<file path="config.mk">
export PLATFORM = sky130hd
export DESIGN_NAME = kbd_top
export DESIGN_NICKNAME = d
export VERILOG_FILES = /design/src/hw/kbd_pkg.sv /design/src/hw/kbd_port_read.sv /design/src/hw/kbd_top.sv /design/src/hw/key_event.sv /design/src/hw/keymap_decode.sv
export VERILOG_INCLUDE_DIRS = /design/src /design/src/hw
export SDC_FILE = /design/constraint.sdc
export NUM_CORES = 1
export LEC_CHECK = 0
export BUFFER_PORTS_ARGS = -buffer_cell sky130_fd_sc_hd__buf_2
export CAP_MARGIN = 20
export CORE_UTILIZATION = 60
export DETAILED_ROUTE_END_ITERATION = 7
export PLACE_DENSITY = 0.8
export SYNTH_ARGS = -nofsm -noshare
export SYNTH_HDL_FRONTEND = slang
export SYNTH_SLANG_ARGS = --single-unit
</file>
<file path="constraint.sdc">
create_clock -name I_CLK -period 2.07 [get_ports I_CLK]
set_input_delay 0.1035 -clock I_CLK [delete_from_list [all_inputs] [get_ports I_CLK]]
set_output_delay 0.1035 -clock I_CLK [all_outputs]
set_load 0.02 [all_outputs]
</file>
<file path="src/hw/kbd_defines.svh">
// PS/2 set 2 codes for left-hand modifiers only, and row F is reserved to mean no key held
`ifndef KBD_DEFINES_SVH
`define KBD_DEFINES_SVH

// ****************************************
// PS/2 scan codes
// ****************************************
`define KBD_CODE_BREAK  8'hF0   // break prefix
`define KBD_CODE_SHIFT  8'h12   // left shift
`define KBD_CODE_KANA   8'h13
`define KBD_CODE_CTRL   8'h14   // left ctrl
`define KBD_CODE_GRAPH  8'h11   // left alt stands in for graph

// matrix rows
`define KBD_ROW_NONE    4'hF    // nothing held
`define KBD_ROW_MOD     4'h8    // modifiers share the cursor row

// row 8 modifier bits
`define KBD_MASK_SHIFT  8'h40
`define KBD_MASK_KANA   8'h20
`define KBD_MASK_GRAPH  8'h10
`define KBD_MASK_CTRL   8'h80

`define KBD_RELEASE_READS 4'd14 // port 00h reads before the held key drops
`endif

</file>
<file path="src/hw/kbd_pkg.sv">
// Widths follow the PC-8001 key matrix and break tracking only knows make and break
`default_nettype none

package kbd_pkg;

   // ****************************************
   // vector types
   // ****************************************

   // raw PS/2 set 2 code byte
   typedef logic [7:0] scan_code_t;

   // matrix row, also the row the cpu addresses
   typedef logic [3:0] row_addr_t;

   // one row of the key matrix, bit set = key down
   typedef logic [7:0] key_bits_t;

   // counts port 00h reads while a key is held
   typedef logic [3:0] read_cnt_t;

   // ****************************************
   // state machines
   // ****************************************

   // set by F0, cleared by the next code
   typedef enum logic {
      st_make,
      st_break
   } brk_state_t;

endpackage

`default_nettype wire

</file>
<file path="src/hw/kbd_port_read.sv">
// cpu_addr is used without synchronizing and kb_data follows it one clock later
`default_nettype none
`include "kbd_defines.svh"

module kbd_port_read import kbd_pkg::*; (
   input  logic      I_CLK,
   input  logic      I_RST,
   input  row_addr_t cpu_addr,
   input  row_addr_t key_row,
   input  key_bits_t key_bits,
   input  logic      key_alt,
   input  logic      mod_shift,
   input  logic      mod_kana,
   input  logic      mod_ctrl,
   input  logic      mod_graph,
   output key_bits_t kb_data
);

   key_bits_t row_data;

   // ****************************************
   // row select, modifiers first on row 8
   // ****************************************
   always_comb begin
      row_data = (cpu_addr == key_row) ? key_bits : 8'h00;
      if (cpu_addr == `KBD_ROW_MOD) begin
         if (mod_shift) begin
            row_data = `KBD_MASK_SHIFT;
         end else if (key_alt) begin
            row_data = `KBD_MASK_SHIFT | key_bits;   // shifted cursor twin
         end else if (mod_kana) begin
            row_data = `KBD_MASK_KANA;
         end else if (mod_graph) begin
            row_data = `KBD_MASK_GRAPH;
         end else if (mod_ctrl) begin
            row_data = `KBD_MASK_CTRL;
         end
      end
   end

   // output retiming
   always_ff @(posedge I_CLK or posedge I_RST) begin
      if (I_RST) begin
         kb_data <= 8'h00;
      end else begin
         kb_data <= row_data;
      end
   end

endmodule

`default_nettype wire

</file>
<file path="src/hw/kbd_top.sv">
// One scan code per single-cycle strobe with no back-pressure, and only one key is held at a time
`default_nettype none

module kbd_top import kbd_pkg::*; (
   input  logic       I_CLK,
   input  logic       I_RST,
   input  row_addr_t  cpu_addr,
   input  logic       cpu_iorq,
   input  logic       cpu_port00h,
   input  scan_code_t scan_code,
   input  logic       scan_valid,
   output key_bits_t  kb_data
);

   // decoder outputs
   logic      dec_hit;
   row_addr_t dec_row;
   key_bits_t dec_bits;
   logic      dec_alt;

   // held key and modifier levels
   row_addr_t key_row;
   key_bits_t key_bits;
   logic      key_alt;
   logic      mod_shift;
   logic      mod_kana;
   logic      mod_ctrl;
   logic      mod_graph;

   // ****************************************
   // scan code table
   // ****************************************
   keymap_decode i_keymap_decode (
      .scan_code (scan_code),
      .dec_hit   (dec_hit),
      .dec_row   (dec_row),
      .dec_bits  (dec_bits),
      .dec_alt   (dec_alt)
   );

   key_event i_key_event (
      .I_CLK       (I_CLK),
      .I_RST       (I_RST),
      .scan_valid  (scan_valid),
      .scan_code   (scan_code),
      .dec_hit     (dec_hit),
      .dec_row     (dec_row),
      .dec_bits    (dec_bits),
      .dec_alt     (dec_alt),
      .cpu_iorq    (cpu_iorq),
      .cpu_port00h (cpu_port00h),
      .key_row     (key_row),
      .key_bits    (key_bits),
      .key_alt     (key_alt),
      .mod_shift   (mod_shift),
      .mod_kana    (mod_kana),
      .mod_ctrl    (mod_ctrl),
      .mod_graph   (mod_graph)
   );

   // cpu side
   kbd_port_read i_kbd_port_read (
      .I_CLK     (I_CLK),
      .I_RST     (I_RST),
      .cpu_addr  (cpu_addr),
      .key_row   (key_row),
      .key_bits  (key_bits),
      .key_alt   (key_alt),
      .mod_shift (mod_shift),
      .mod_kana  (mod_kana),
      .mod_ctrl  (mod_ctrl),
      .mod_graph (mod_graph),
      .kb_data   (kb_data)
   );

endmodule

`default_nettype wire

</file>
<file path="src/hw/key_event.sv">
// cpu_iorq is synchronized here but cpu_port00h is not, so it must be steady around the IORQ rise
`default_nettype none
`include "kbd_defines.svh"

module key_event import kbd_pkg::*; (
   input  logic       I_CLK,
   input  logic       I_RST,
   input  logic       scan_valid,
   input  scan_code_t scan_code,
   input  logic       dec_hit,
   input  row_addr_t  dec_row,
   input  key_bits_t  dec_bits,
   input  logic       dec_alt,
   input  logic       cpu_iorq,
   input  logic       cpu_port00h,
   output row_addr_t  key_row,
   output key_bits_t  key_bits,
   output logic       key_alt,
   output logic       mod_shift,
   output logic       mod_kana,
   output logic       mod_ctrl,
   output logic       mod_graph
);

   // ****************************************
   // IORQ synchronizer and rise detect
   // ****************************************
   logic [1:0] iorq_sync;
   logic       iorq_prev;
   logic       read_hit;   // one counted port 00h read

   always_ff @(posedge I_CLK or posedge I_RST) begin
      if (I_RST) begin
         iorq_sync <= 2'b00;
         iorq_prev <= 1'b0;
      end else begin
         iorq_sync <= {iorq_sync[0], cpu_iorq};
         iorq_prev <= iorq_sync[1];
      end
   end

   assign read_hit = iorq_sync[1] & ~iorq_prev & cpu_port00h;

   // ****************************************
   // break tracking and held key
   // ****************************************
   brk_state_t brk_state;
   read_cnt_t  read_cnt;
   logic       key_held;
   logic       is_mod;

   assign key_held = (key_row != `KBD_ROW_NONE);
   assign is_mod   = (scan_code == `KBD_CODE_SHIFT) || (scan_code == `KBD_CODE_KANA) ||
                     (scan_code == `KBD_CODE_CTRL)  || (scan_code == `KBD_CODE_GRAPH);

   always_ff @(posedge I_CLK or posedge I_RST) begin
      if (I_RST) begin
         brk_state <= st_make;
         key_row   <= `KBD_ROW_NONE;
         key_bits  <= 8'h00;
         key_alt   <= 1'b0;
         read_cnt  <= 4'd0;
         mod_shift <= 1'b0;
         mod_kana  <= 1'b0;
         mod_ctrl  <= 1'b0;
         mod_graph <= 1'b0;
      end else if (scan_valid) begin   // a scan beats a read in the same cycle
         if (scan_code == `KBD_CODE_BREAK) begin
            brk_state <= st_break;
         end else if (brk_state == st_break) begin
            brk_state <= st_make;   // key breaks are otherwise ignored
            case (scan_code)
               `KBD_CODE_SHIFT : mod_shift <= 1'b0;
               `KBD_CODE_KANA  : mod_kana  <= 1'b0;
               `KBD_CODE_CTRL  : mod_ctrl  <= 1'b0;
               `KBD_CODE_GRAPH : mod_graph <= 1'b0;
               default         : ;
            endcase
         end else if (is_mod) begin
            case (scan_code)
               `KBD_CODE_SHIFT : mod_shift <= 1'b1;
               `KBD_CODE_KANA  : mod_kana  <= 1'b1;
               `KBD_CODE_CTRL  : mod_ctrl  <= 1'b1;
               default         : mod_graph <= 1'b1;
            endcase
         end else if (!dec_hit) begin
            // unknown code drops the held key
            key_row  <= `KBD_ROW_NONE;
            key_bits <= 8'h00;
            key_alt  <= 1'b0;
            read_cnt <= 4'd0;
         end else begin
            key_row  <= dec_row;
            key_bits <= dec_bits;
            key_alt  <= dec_alt;
            read_cnt <= 4'd0;
         end
      end else if (read_hit && key_held) begin
         if (read_cnt == `KBD_RELEASE_READS - 4'd1) begin
            key_row  <= `KBD_ROW_NONE;   // cpu has scanned it often enough
            key_bits <= 8'h00;
            key_alt  <= 1'b0;
            read_cnt <= 4'd0;
         end else begin
            read_cnt <= read_cnt + 4'd1;
         end
      end
   end

   // the table only has rows 1 to 9
   a_row_legal : assert property (@(posedge I_CLK) disable iff (I_RST)
      (key_row == `KBD_ROW_NONE) || ((key_row >= 4'd1) && (key_row <= 4'd9)));

   a_bits_row : assert property (@(posedge I_CLK) disable iff (I_RST)
      (key_bits == 8'h00) == (key_row == `KBD_ROW_NONE));

endmodule

`default_nettype wire

</file>
<file path="src/hw/keymap_decode.sv">
// Fixed set 2 table for rows 1 to 9; E0 prefixes are ignored so cursor keys decode by base code
`default_nettype none
`include "kbd_defines.svh"

module keymap_decode import kbd_pkg::*; (
   input  scan_code_t scan_code,
   output logic       dec_hit,
   output row_addr_t  dec_row,
   output key_bits_t  dec_bits,
   output logic       dec_alt
);

   logic [12:0] entry; // {alt, row, bits}

   always_comb begin
      entry = {1'b0, `KBD_ROW_NONE, 8'h00};
      case (scan_code)
         8'h5A : entry = {1'b0, 4'h1, 8'h80}; // enter
         // ****************************************
         // row 2
         8'h54 : entry = {1'b0, 4'h2, 8'h01}; // @
         8'h1C : entry = {1'b0, 4'h2, 8'h02}; // A
         8'h32 : entry = {1'b0, 4'h2, 8'h04};
         8'h21 : entry = {1'b0, 4'h2, 8'h08};
         8'h23 : entry = {1'b0, 4'h2, 8'h10};
         8'h24 : entry = {1'b0, 4'h2, 8'h20};
         8'h2B : entry = {1'b0, 4'h2, 8'h40};
         8'h34 : entry = {1'b0, 4'h2, 8'h80}; // G
         // row 3
         8'h33 : entry = {1'b0, 4'h3, 8'h01}; // H
         8'h43 : entry = {1'b0, 4'h3, 8'h02};
         8'h3B : entry = {1'b0, 4'h3, 8'h04};
         8'h42 : entry = {1'b0, 4'h3, 8'h08};
         8'h4B : entry = {1'b0, 4'h3, 8'h10};
         8'h3A : entry = {1'b0, 4'h3, 8'h20};
         8'h31 : entry = {1'b0, 4'h3, 8'h40};
         8'h44 : entry = {1'b0, 4'h3, 8'h80}; // O
         // row 4
         8'h4D : entry = {1'b0, 4'h4, 8'h01}; // P
         8'h15 : entry = {1'b0, 4'h4, 8'h02};
         8'h2D : entry = {1'b0, 4'h4, 8'h04};
         8'h1B : entry = {1'b0, 4'h4, 8'h08};
         8'h2C : entry = {1'b0, 4'h4, 8'h10};
         8'h3C : entry = {1'b0, 4'h4, 8'h20};
         8'h2A : entry = {1'b0, 4'h4, 8'h40};
         8'h1D : entry = {1'b0, 4'h4, 8'h80}; // W
         // row 5
         8'h22 : entry = {1'b0, 4'h5, 8'h01}; // X
         8'h35 : entry = {1'b0, 4'h5, 8'h02};
         8'h1A : entry = {1'b0, 4'h5, 8'h04};
         8'h5B : entry = {1'b0, 4'h5, 8'h08}; // [
         8'h6A : entry = {1'b0, 4'h5, 8'h10}; // yen
         8'h5D : entry = {1'b0, 4'h5, 8'h20}; // ]
         8'h55 : entry = {1'b0, 4'h5, 8'h40}; // ^ on the = key
         8'h4E : entry = {1'b0, 4'h5, 8'h80}; // -
         // row 6 digits
         8'h45 : entry = {1'b0, 4'h6, 8'h01};
         8'h16 : entry = {1'b0, 4'h6, 8'h02};
         8'h1E : entry = {1'b0, 4'h6, 8'h04};
         8'h26 : entry = {1'b0, 4'h6, 8'h08};
         8'h25 : entry = {1'b0, 4'h6, 8'h10};
         8'h2E : entry = {1'b0, 4'h6, 8'h20};
         8'h36 : entry = {1'b0, 4'h6, 8'h40};
         8'h3D : entry = {1'b0, 4'h6, 8'h80};
         // row 7
         8'h3E : entry = {1'b0, 4'h7, 8'h01}; // 8
         8'h46 : entry = {1'b0, 4'h7, 8'h02}; // 9
         8'h52 : entry = {1'b0, 4'h7, 8'h04}; // :
         8'h4C : entry = {1'b0, 4'h7, 8'h08}; // ;
         8'h41 : entry = {1'b0, 4'h7, 8'h10};
         8'h49 : entry = {1'b0, 4'h7, 8'h20};
         8'h4A : entry = {1'b0, 4'h7, 8'h40}; // /
         8'h51 : entry = {1'b0, 4'h7, 8'h80}; // underscore
         // ****************************************
         // row 8 cursor block, alt = shifted twin
         8'h6C : entry = {1'b0, 4'h8, 8'h01}; // home / clr
         8'h75 : entry = {1'b0, 4'h8, 8'h02}; // up
         8'h72 : entry = {1'b1, 4'h8, 8'h02}; // down
         8'h74 : entry = {1'b0, 4'h8, 8'h04}; // right
         8'h6B : entry = {1'b1, 4'h8, 8'h04}; // left
         8'h71 : entry = {1'b0, 4'h8, 8'h08}; // del
         8'h70 : entry = {1'b1, 4'h8, 8'h08}; // ins
         // row 9
         8'h77 : entry = {1'b0, 4'h9, 8'h01}; // stop on pause
         8'h05 : entry = {1'b0, 4'h9, 8'h02}; // f1
         8'h06 : entry = {1'b0, 4'h9, 8'h04};
         8'h04 : entry = {1'b0, 4'h9, 8'h08};
         8'h0C : entry = {1'b0, 4'h9, 8'h10};
         8'h03 : entry = {1'b0, 4'h9, 8'h20}; // f5
         8'h29 : entry = {1'b0, 4'h9, 8'h40}; // space
         8'h76 : entry = {1'b0, 4'h9, 8'h80}; // esc
         default : entry = {1'b0, `KBD_ROW_NONE, 8'h00};
      endcase
   end

   assign dec_alt  = entry[12];
   assign dec_row  = entry[11:8];
   assign dec_bits = entry[7:0];
   assign dec_hit  = (entry[11:8] != `KBD_ROW_NONE);

   // a mapped key owns exactly one matrix position
   always_comb begin
      a_hit_onehot : assert final (!dec_hit || $onehot(dec_bits));
   end

endmodule

`default_nettype wire

</file>
==> flow_summary_export.csv <==
group,metric,value,unit
yosys,synthAdderAreaFrac,0.0366,
die,fp-row-count,24,
yosys,ys_seq_elements,33,
yosys,yosysTopAreaCellShare,0.266,
cts,h-tree-depth,2,
critical_path,crit_arrival,2.34,ns
cells_and_area,drive_gt1_frac,0.322,
yosys,synth_edf_count,0,
place,gp_congestion,0.933,
status,status,"finished, violations left",
cts,cts_tree,"done",
die,core-area,4350,um2
cells_and_area,area_growth,32.5,%
die,io_pins,25,
die,die_h,69.5,um
yosys,synth_fp_nets,371,
cts,clk_pin_slew_worst_paths,0.07,ns
sta,finalHoldViolCount,0,
cells_and_area,n_antenna_cell,0,
yosys,synth_simple_gate_area_frac,0.220,
critical_path,crit_required,2.25,ns
cells_and_area,multi_input_area,1800,um2
global_routing,antenna_found_initial,0,
routing,dr.pass1.iters,6,
cts,clock-sinks,33,
place,place_ws,-0.307,ns
yosys,synth_top_family_by_area,"compound AO/OA/AOI/OAI gates",
hold_path,min_to,"i_key_event.mod_ctrl",
yosys,synth_compound_area_frac,0.328,
status,violations,"negative setup slack",
yosys,synth.area.top_cells,"dfrtp_1 27%, a21oi_1 5.7%, nand2_1 5.2%",
critical_path,cp-start-kind,"input pin",
sta,final_max_slew_viol_count,0,
cts,ctsLongestPathBuffers,2,
die,dieArea,4830,um2
cells_and_area,final_nets,453,
cts,numCtsBuffers,5,
hold_path,hold_path_depth,3,
yosys,netlist_top_cells_count,"38 x nand2_1, 31 x a21oi_1, 29 x dfrtp_1, 28 x nor2_1, 20 x o21ai_0",
die,die_w,69.5,um
yosys,yosys.cell_types.count,64,
critical_path,path_max_fanout,6,
flow_run,timing.max_cap.violations,0,
cts,clk_root_buffer_cell,"clkbuf_8",
sta,slew_headroom,0.635,
sta,rsz0062_at_grt,"true",
yosys,synthMuxAreaShare,0.0229,
sta,finalSetupViolCount,8,
power,irDropWorstVdd,0.629,mV
cells_and_area,fill_cells,286,
routing,detail_route.iter0.violations,490,
routing,drc,0,
global_routing,grt_pass1_wl,14500,um
sta,tightest_slew,0.544,ns
yosys,synth.cell_area,2730,um2
routing,wire_per_inst,19.6,um
yosys,synth_warnings,0,
yosys,yosysTopAreaCell,"dfrtp_1",
cells_and_area,regArea,831,um2
die,initial_core_util,0.628,
critical_path,path_class,"input pin to flop",
critical_path,worstReg2RegStart,"i_key_event.key_row[2]",
power,p_per_area,548,nW/um2
sta,clock.fmax,0.461,GHz
routing,vias,3265,
power,leakage,1.64,nW
routing,ant_nets,0,
routing,via_per_inst,6.79,
sta,period_needed,2.17,ns
cells_and_area,post-route-util,0.831,
global_routing,grt_pass1_vias,3026,
critical_path,timing.rr.end,"i_kbd_port_read.kb_data[3]",
place,hpwl,6510,um
yosys,synth_xor_area_frac,0.0224,
critical_path,crit_path_end_kind,"flop",
place,io_buffers,24,
yosys,synth_cells,346,
yosys,synth.most_common_cell,"nand2_1",
cts,clock_latency,0.29,ns
yosys,avgSynthCellArea,7.90,um2
yosys,synth_flop_cell,"dfrtp_1",
routing,routed_wl,9450,um
critical_path,reg2reg_depth,5,
hold_path,hp-class,"input pin to flop",
sta,clock_skew,0.00298,ns
critical_path,rrSetupSlack,0.25,ns
yosys,async_flop_share,1.00,
global_routing,gr-total-overflow,0,
sta,fin_ws,-0.0984,ns
global_routing,track_usage,0.381,
yosys,yosysSeqAreaShare,0.304,
hold_path,min_from,"scan_valid",
sta,period_share,1.05,
global_routing,grt_max_degree,34,
==> through the flow <==
step	power [W]	hold WS (ns)	instance area [um2]	setup TNS, ns	cells
6_report	0.00198	0.184	3620	-0.540	481
5_1_grt	0.00205	0.190	3620	-1.13	481
2_1_floorplan	0.00106	0.135	2770	-0.277	346
3_3_place_gp	0.00127	0.195	3380	-2.57	467
4_1_cts	0.00192	0.174	3520	0	477
3_5_place_dp	0.00129	0.204	3380	-3.14	467
==> critical path, cell delays in order <==
cell,delay [ns]
buf_8,0.10
buf_6,0.12
ha_4,0.17
nor2b_1,0.17
a211oi_1,0.30
a211oi_1,0.13
o211ai_1,0.22
nand3_2,0.15
or4_4,0.61
a32o_1,0.26
==> registers in the layout, summed over array words and instances, names as in the netlist, 2 cells and up <==
signal,cells
i_kbd_port_read.kb_data,8
i_key_event.iorq_sync,2
i_key_event.key_bits,8
i_key_event.key_row,4
i_key_event.read_cnt,4
==> worst max-delay path by stage <==
stage / start / to / slack (ns) / depth (start not counted)
after floorplan: scan_code[0] / i_key_event.key_bits[7] / -0.03 / 9
after global placement: scan_code[0] / i_key_event.key_bits[4] / -0.27 / 11
after detailed placement: scan_code[0] / i_key_event.key_bits[5] / -0.31 / 11
after CTS: scan_code[1] / i_key_event.key_bits[5] / 0.008 / 10
after global routing: scan_code[1] / i_key_event.key_bits[5] / -0.17 / 10
final: scan_code[1] / i_key_event.key_bits[5] / -0.1 / 10
==> routing by layer <==
layer / vias to the layer above / track usage / part of all wire
met5: - / 0 / 0
met4: 0 / 0.102 / 0.032
met3: 44 / 0.0625 / 0.10
met2: 233 / 0.661 / 0.49
met1: 1526 / 0.489 / 0.38
li1: 1462 / - / -
==> where the power goes <==
| group | switching, W | total [W] | internal, W | leakage (nW) |
|---|---|---|---|---|
| sequential | 0.0000431 | 0.000743 | 0.000699 | 0.429 |
| clock | 0.000244 | 0.000637 | 0.000392 | 0.0585 |
| combinational | 0.000337 | 0.000603 | 0.000265 | 1.15 |
| total | 0.000625 | 0.00198 | 0.00136 | 1.64 |
==> cells by family (layout without fill, tap and decap cells) <==
| kind of cell | count (synthesis) | after routing |
|---|---|---|
| compound gates | 129 | 129 |
| flops | 33 | 33 |
| simple gates | 122 | 123 |
| xor+xnor | 7 | 7 |
| fa+ha+maj | 8 | 8 |
| buf+inv | 41 | 123 |
| mux | 6 | 6 |
==> cell usage in the layout, fill, tap and decap left out, drive strengths merged, types with 3 or more instances in the layout <==
cell type and count:
a2bb2oi 3, a311oi 3, nor3 3, nand3 9, nand2 39, o31ai 3, a21oi 32, nor2b 10
inv 12, o2111ai 4, clkbuf 7, buf 101, ha 8, and3 4, nor2 28, xor2 7
nand4 3, dfstp 4, nand2b 7, dfrtp 29, and2 7, a211oi 8, mux2i 4, o22ai 5
o211ai 5, a32o 13, nor4 3, a31oi 9, or4 3, a32oi 3, o21ai 23
==> area by class of cell <==
cell class,count,share of cell area
Tap cell,52,0.0180
Inverter,12,0.0131
Clock buffer,7,0.0239
Timing Repair Buffer,103,0.209
Sequential cell,33,0.230
Multi-Input combinational cell,273,0.498
Clock inverter,1,0.00830
==> timing repair <==
action,CTS,global route
setup endpoints to repair,5,15
hold buffers,2,0
pin swaps,0,4
gates cloned,0,1
gates resized for setup,1,16
endpoints found under the hold margin,30,0
setup buffers,0,3
Note: power is estimated with default switching activity, not from simulation.
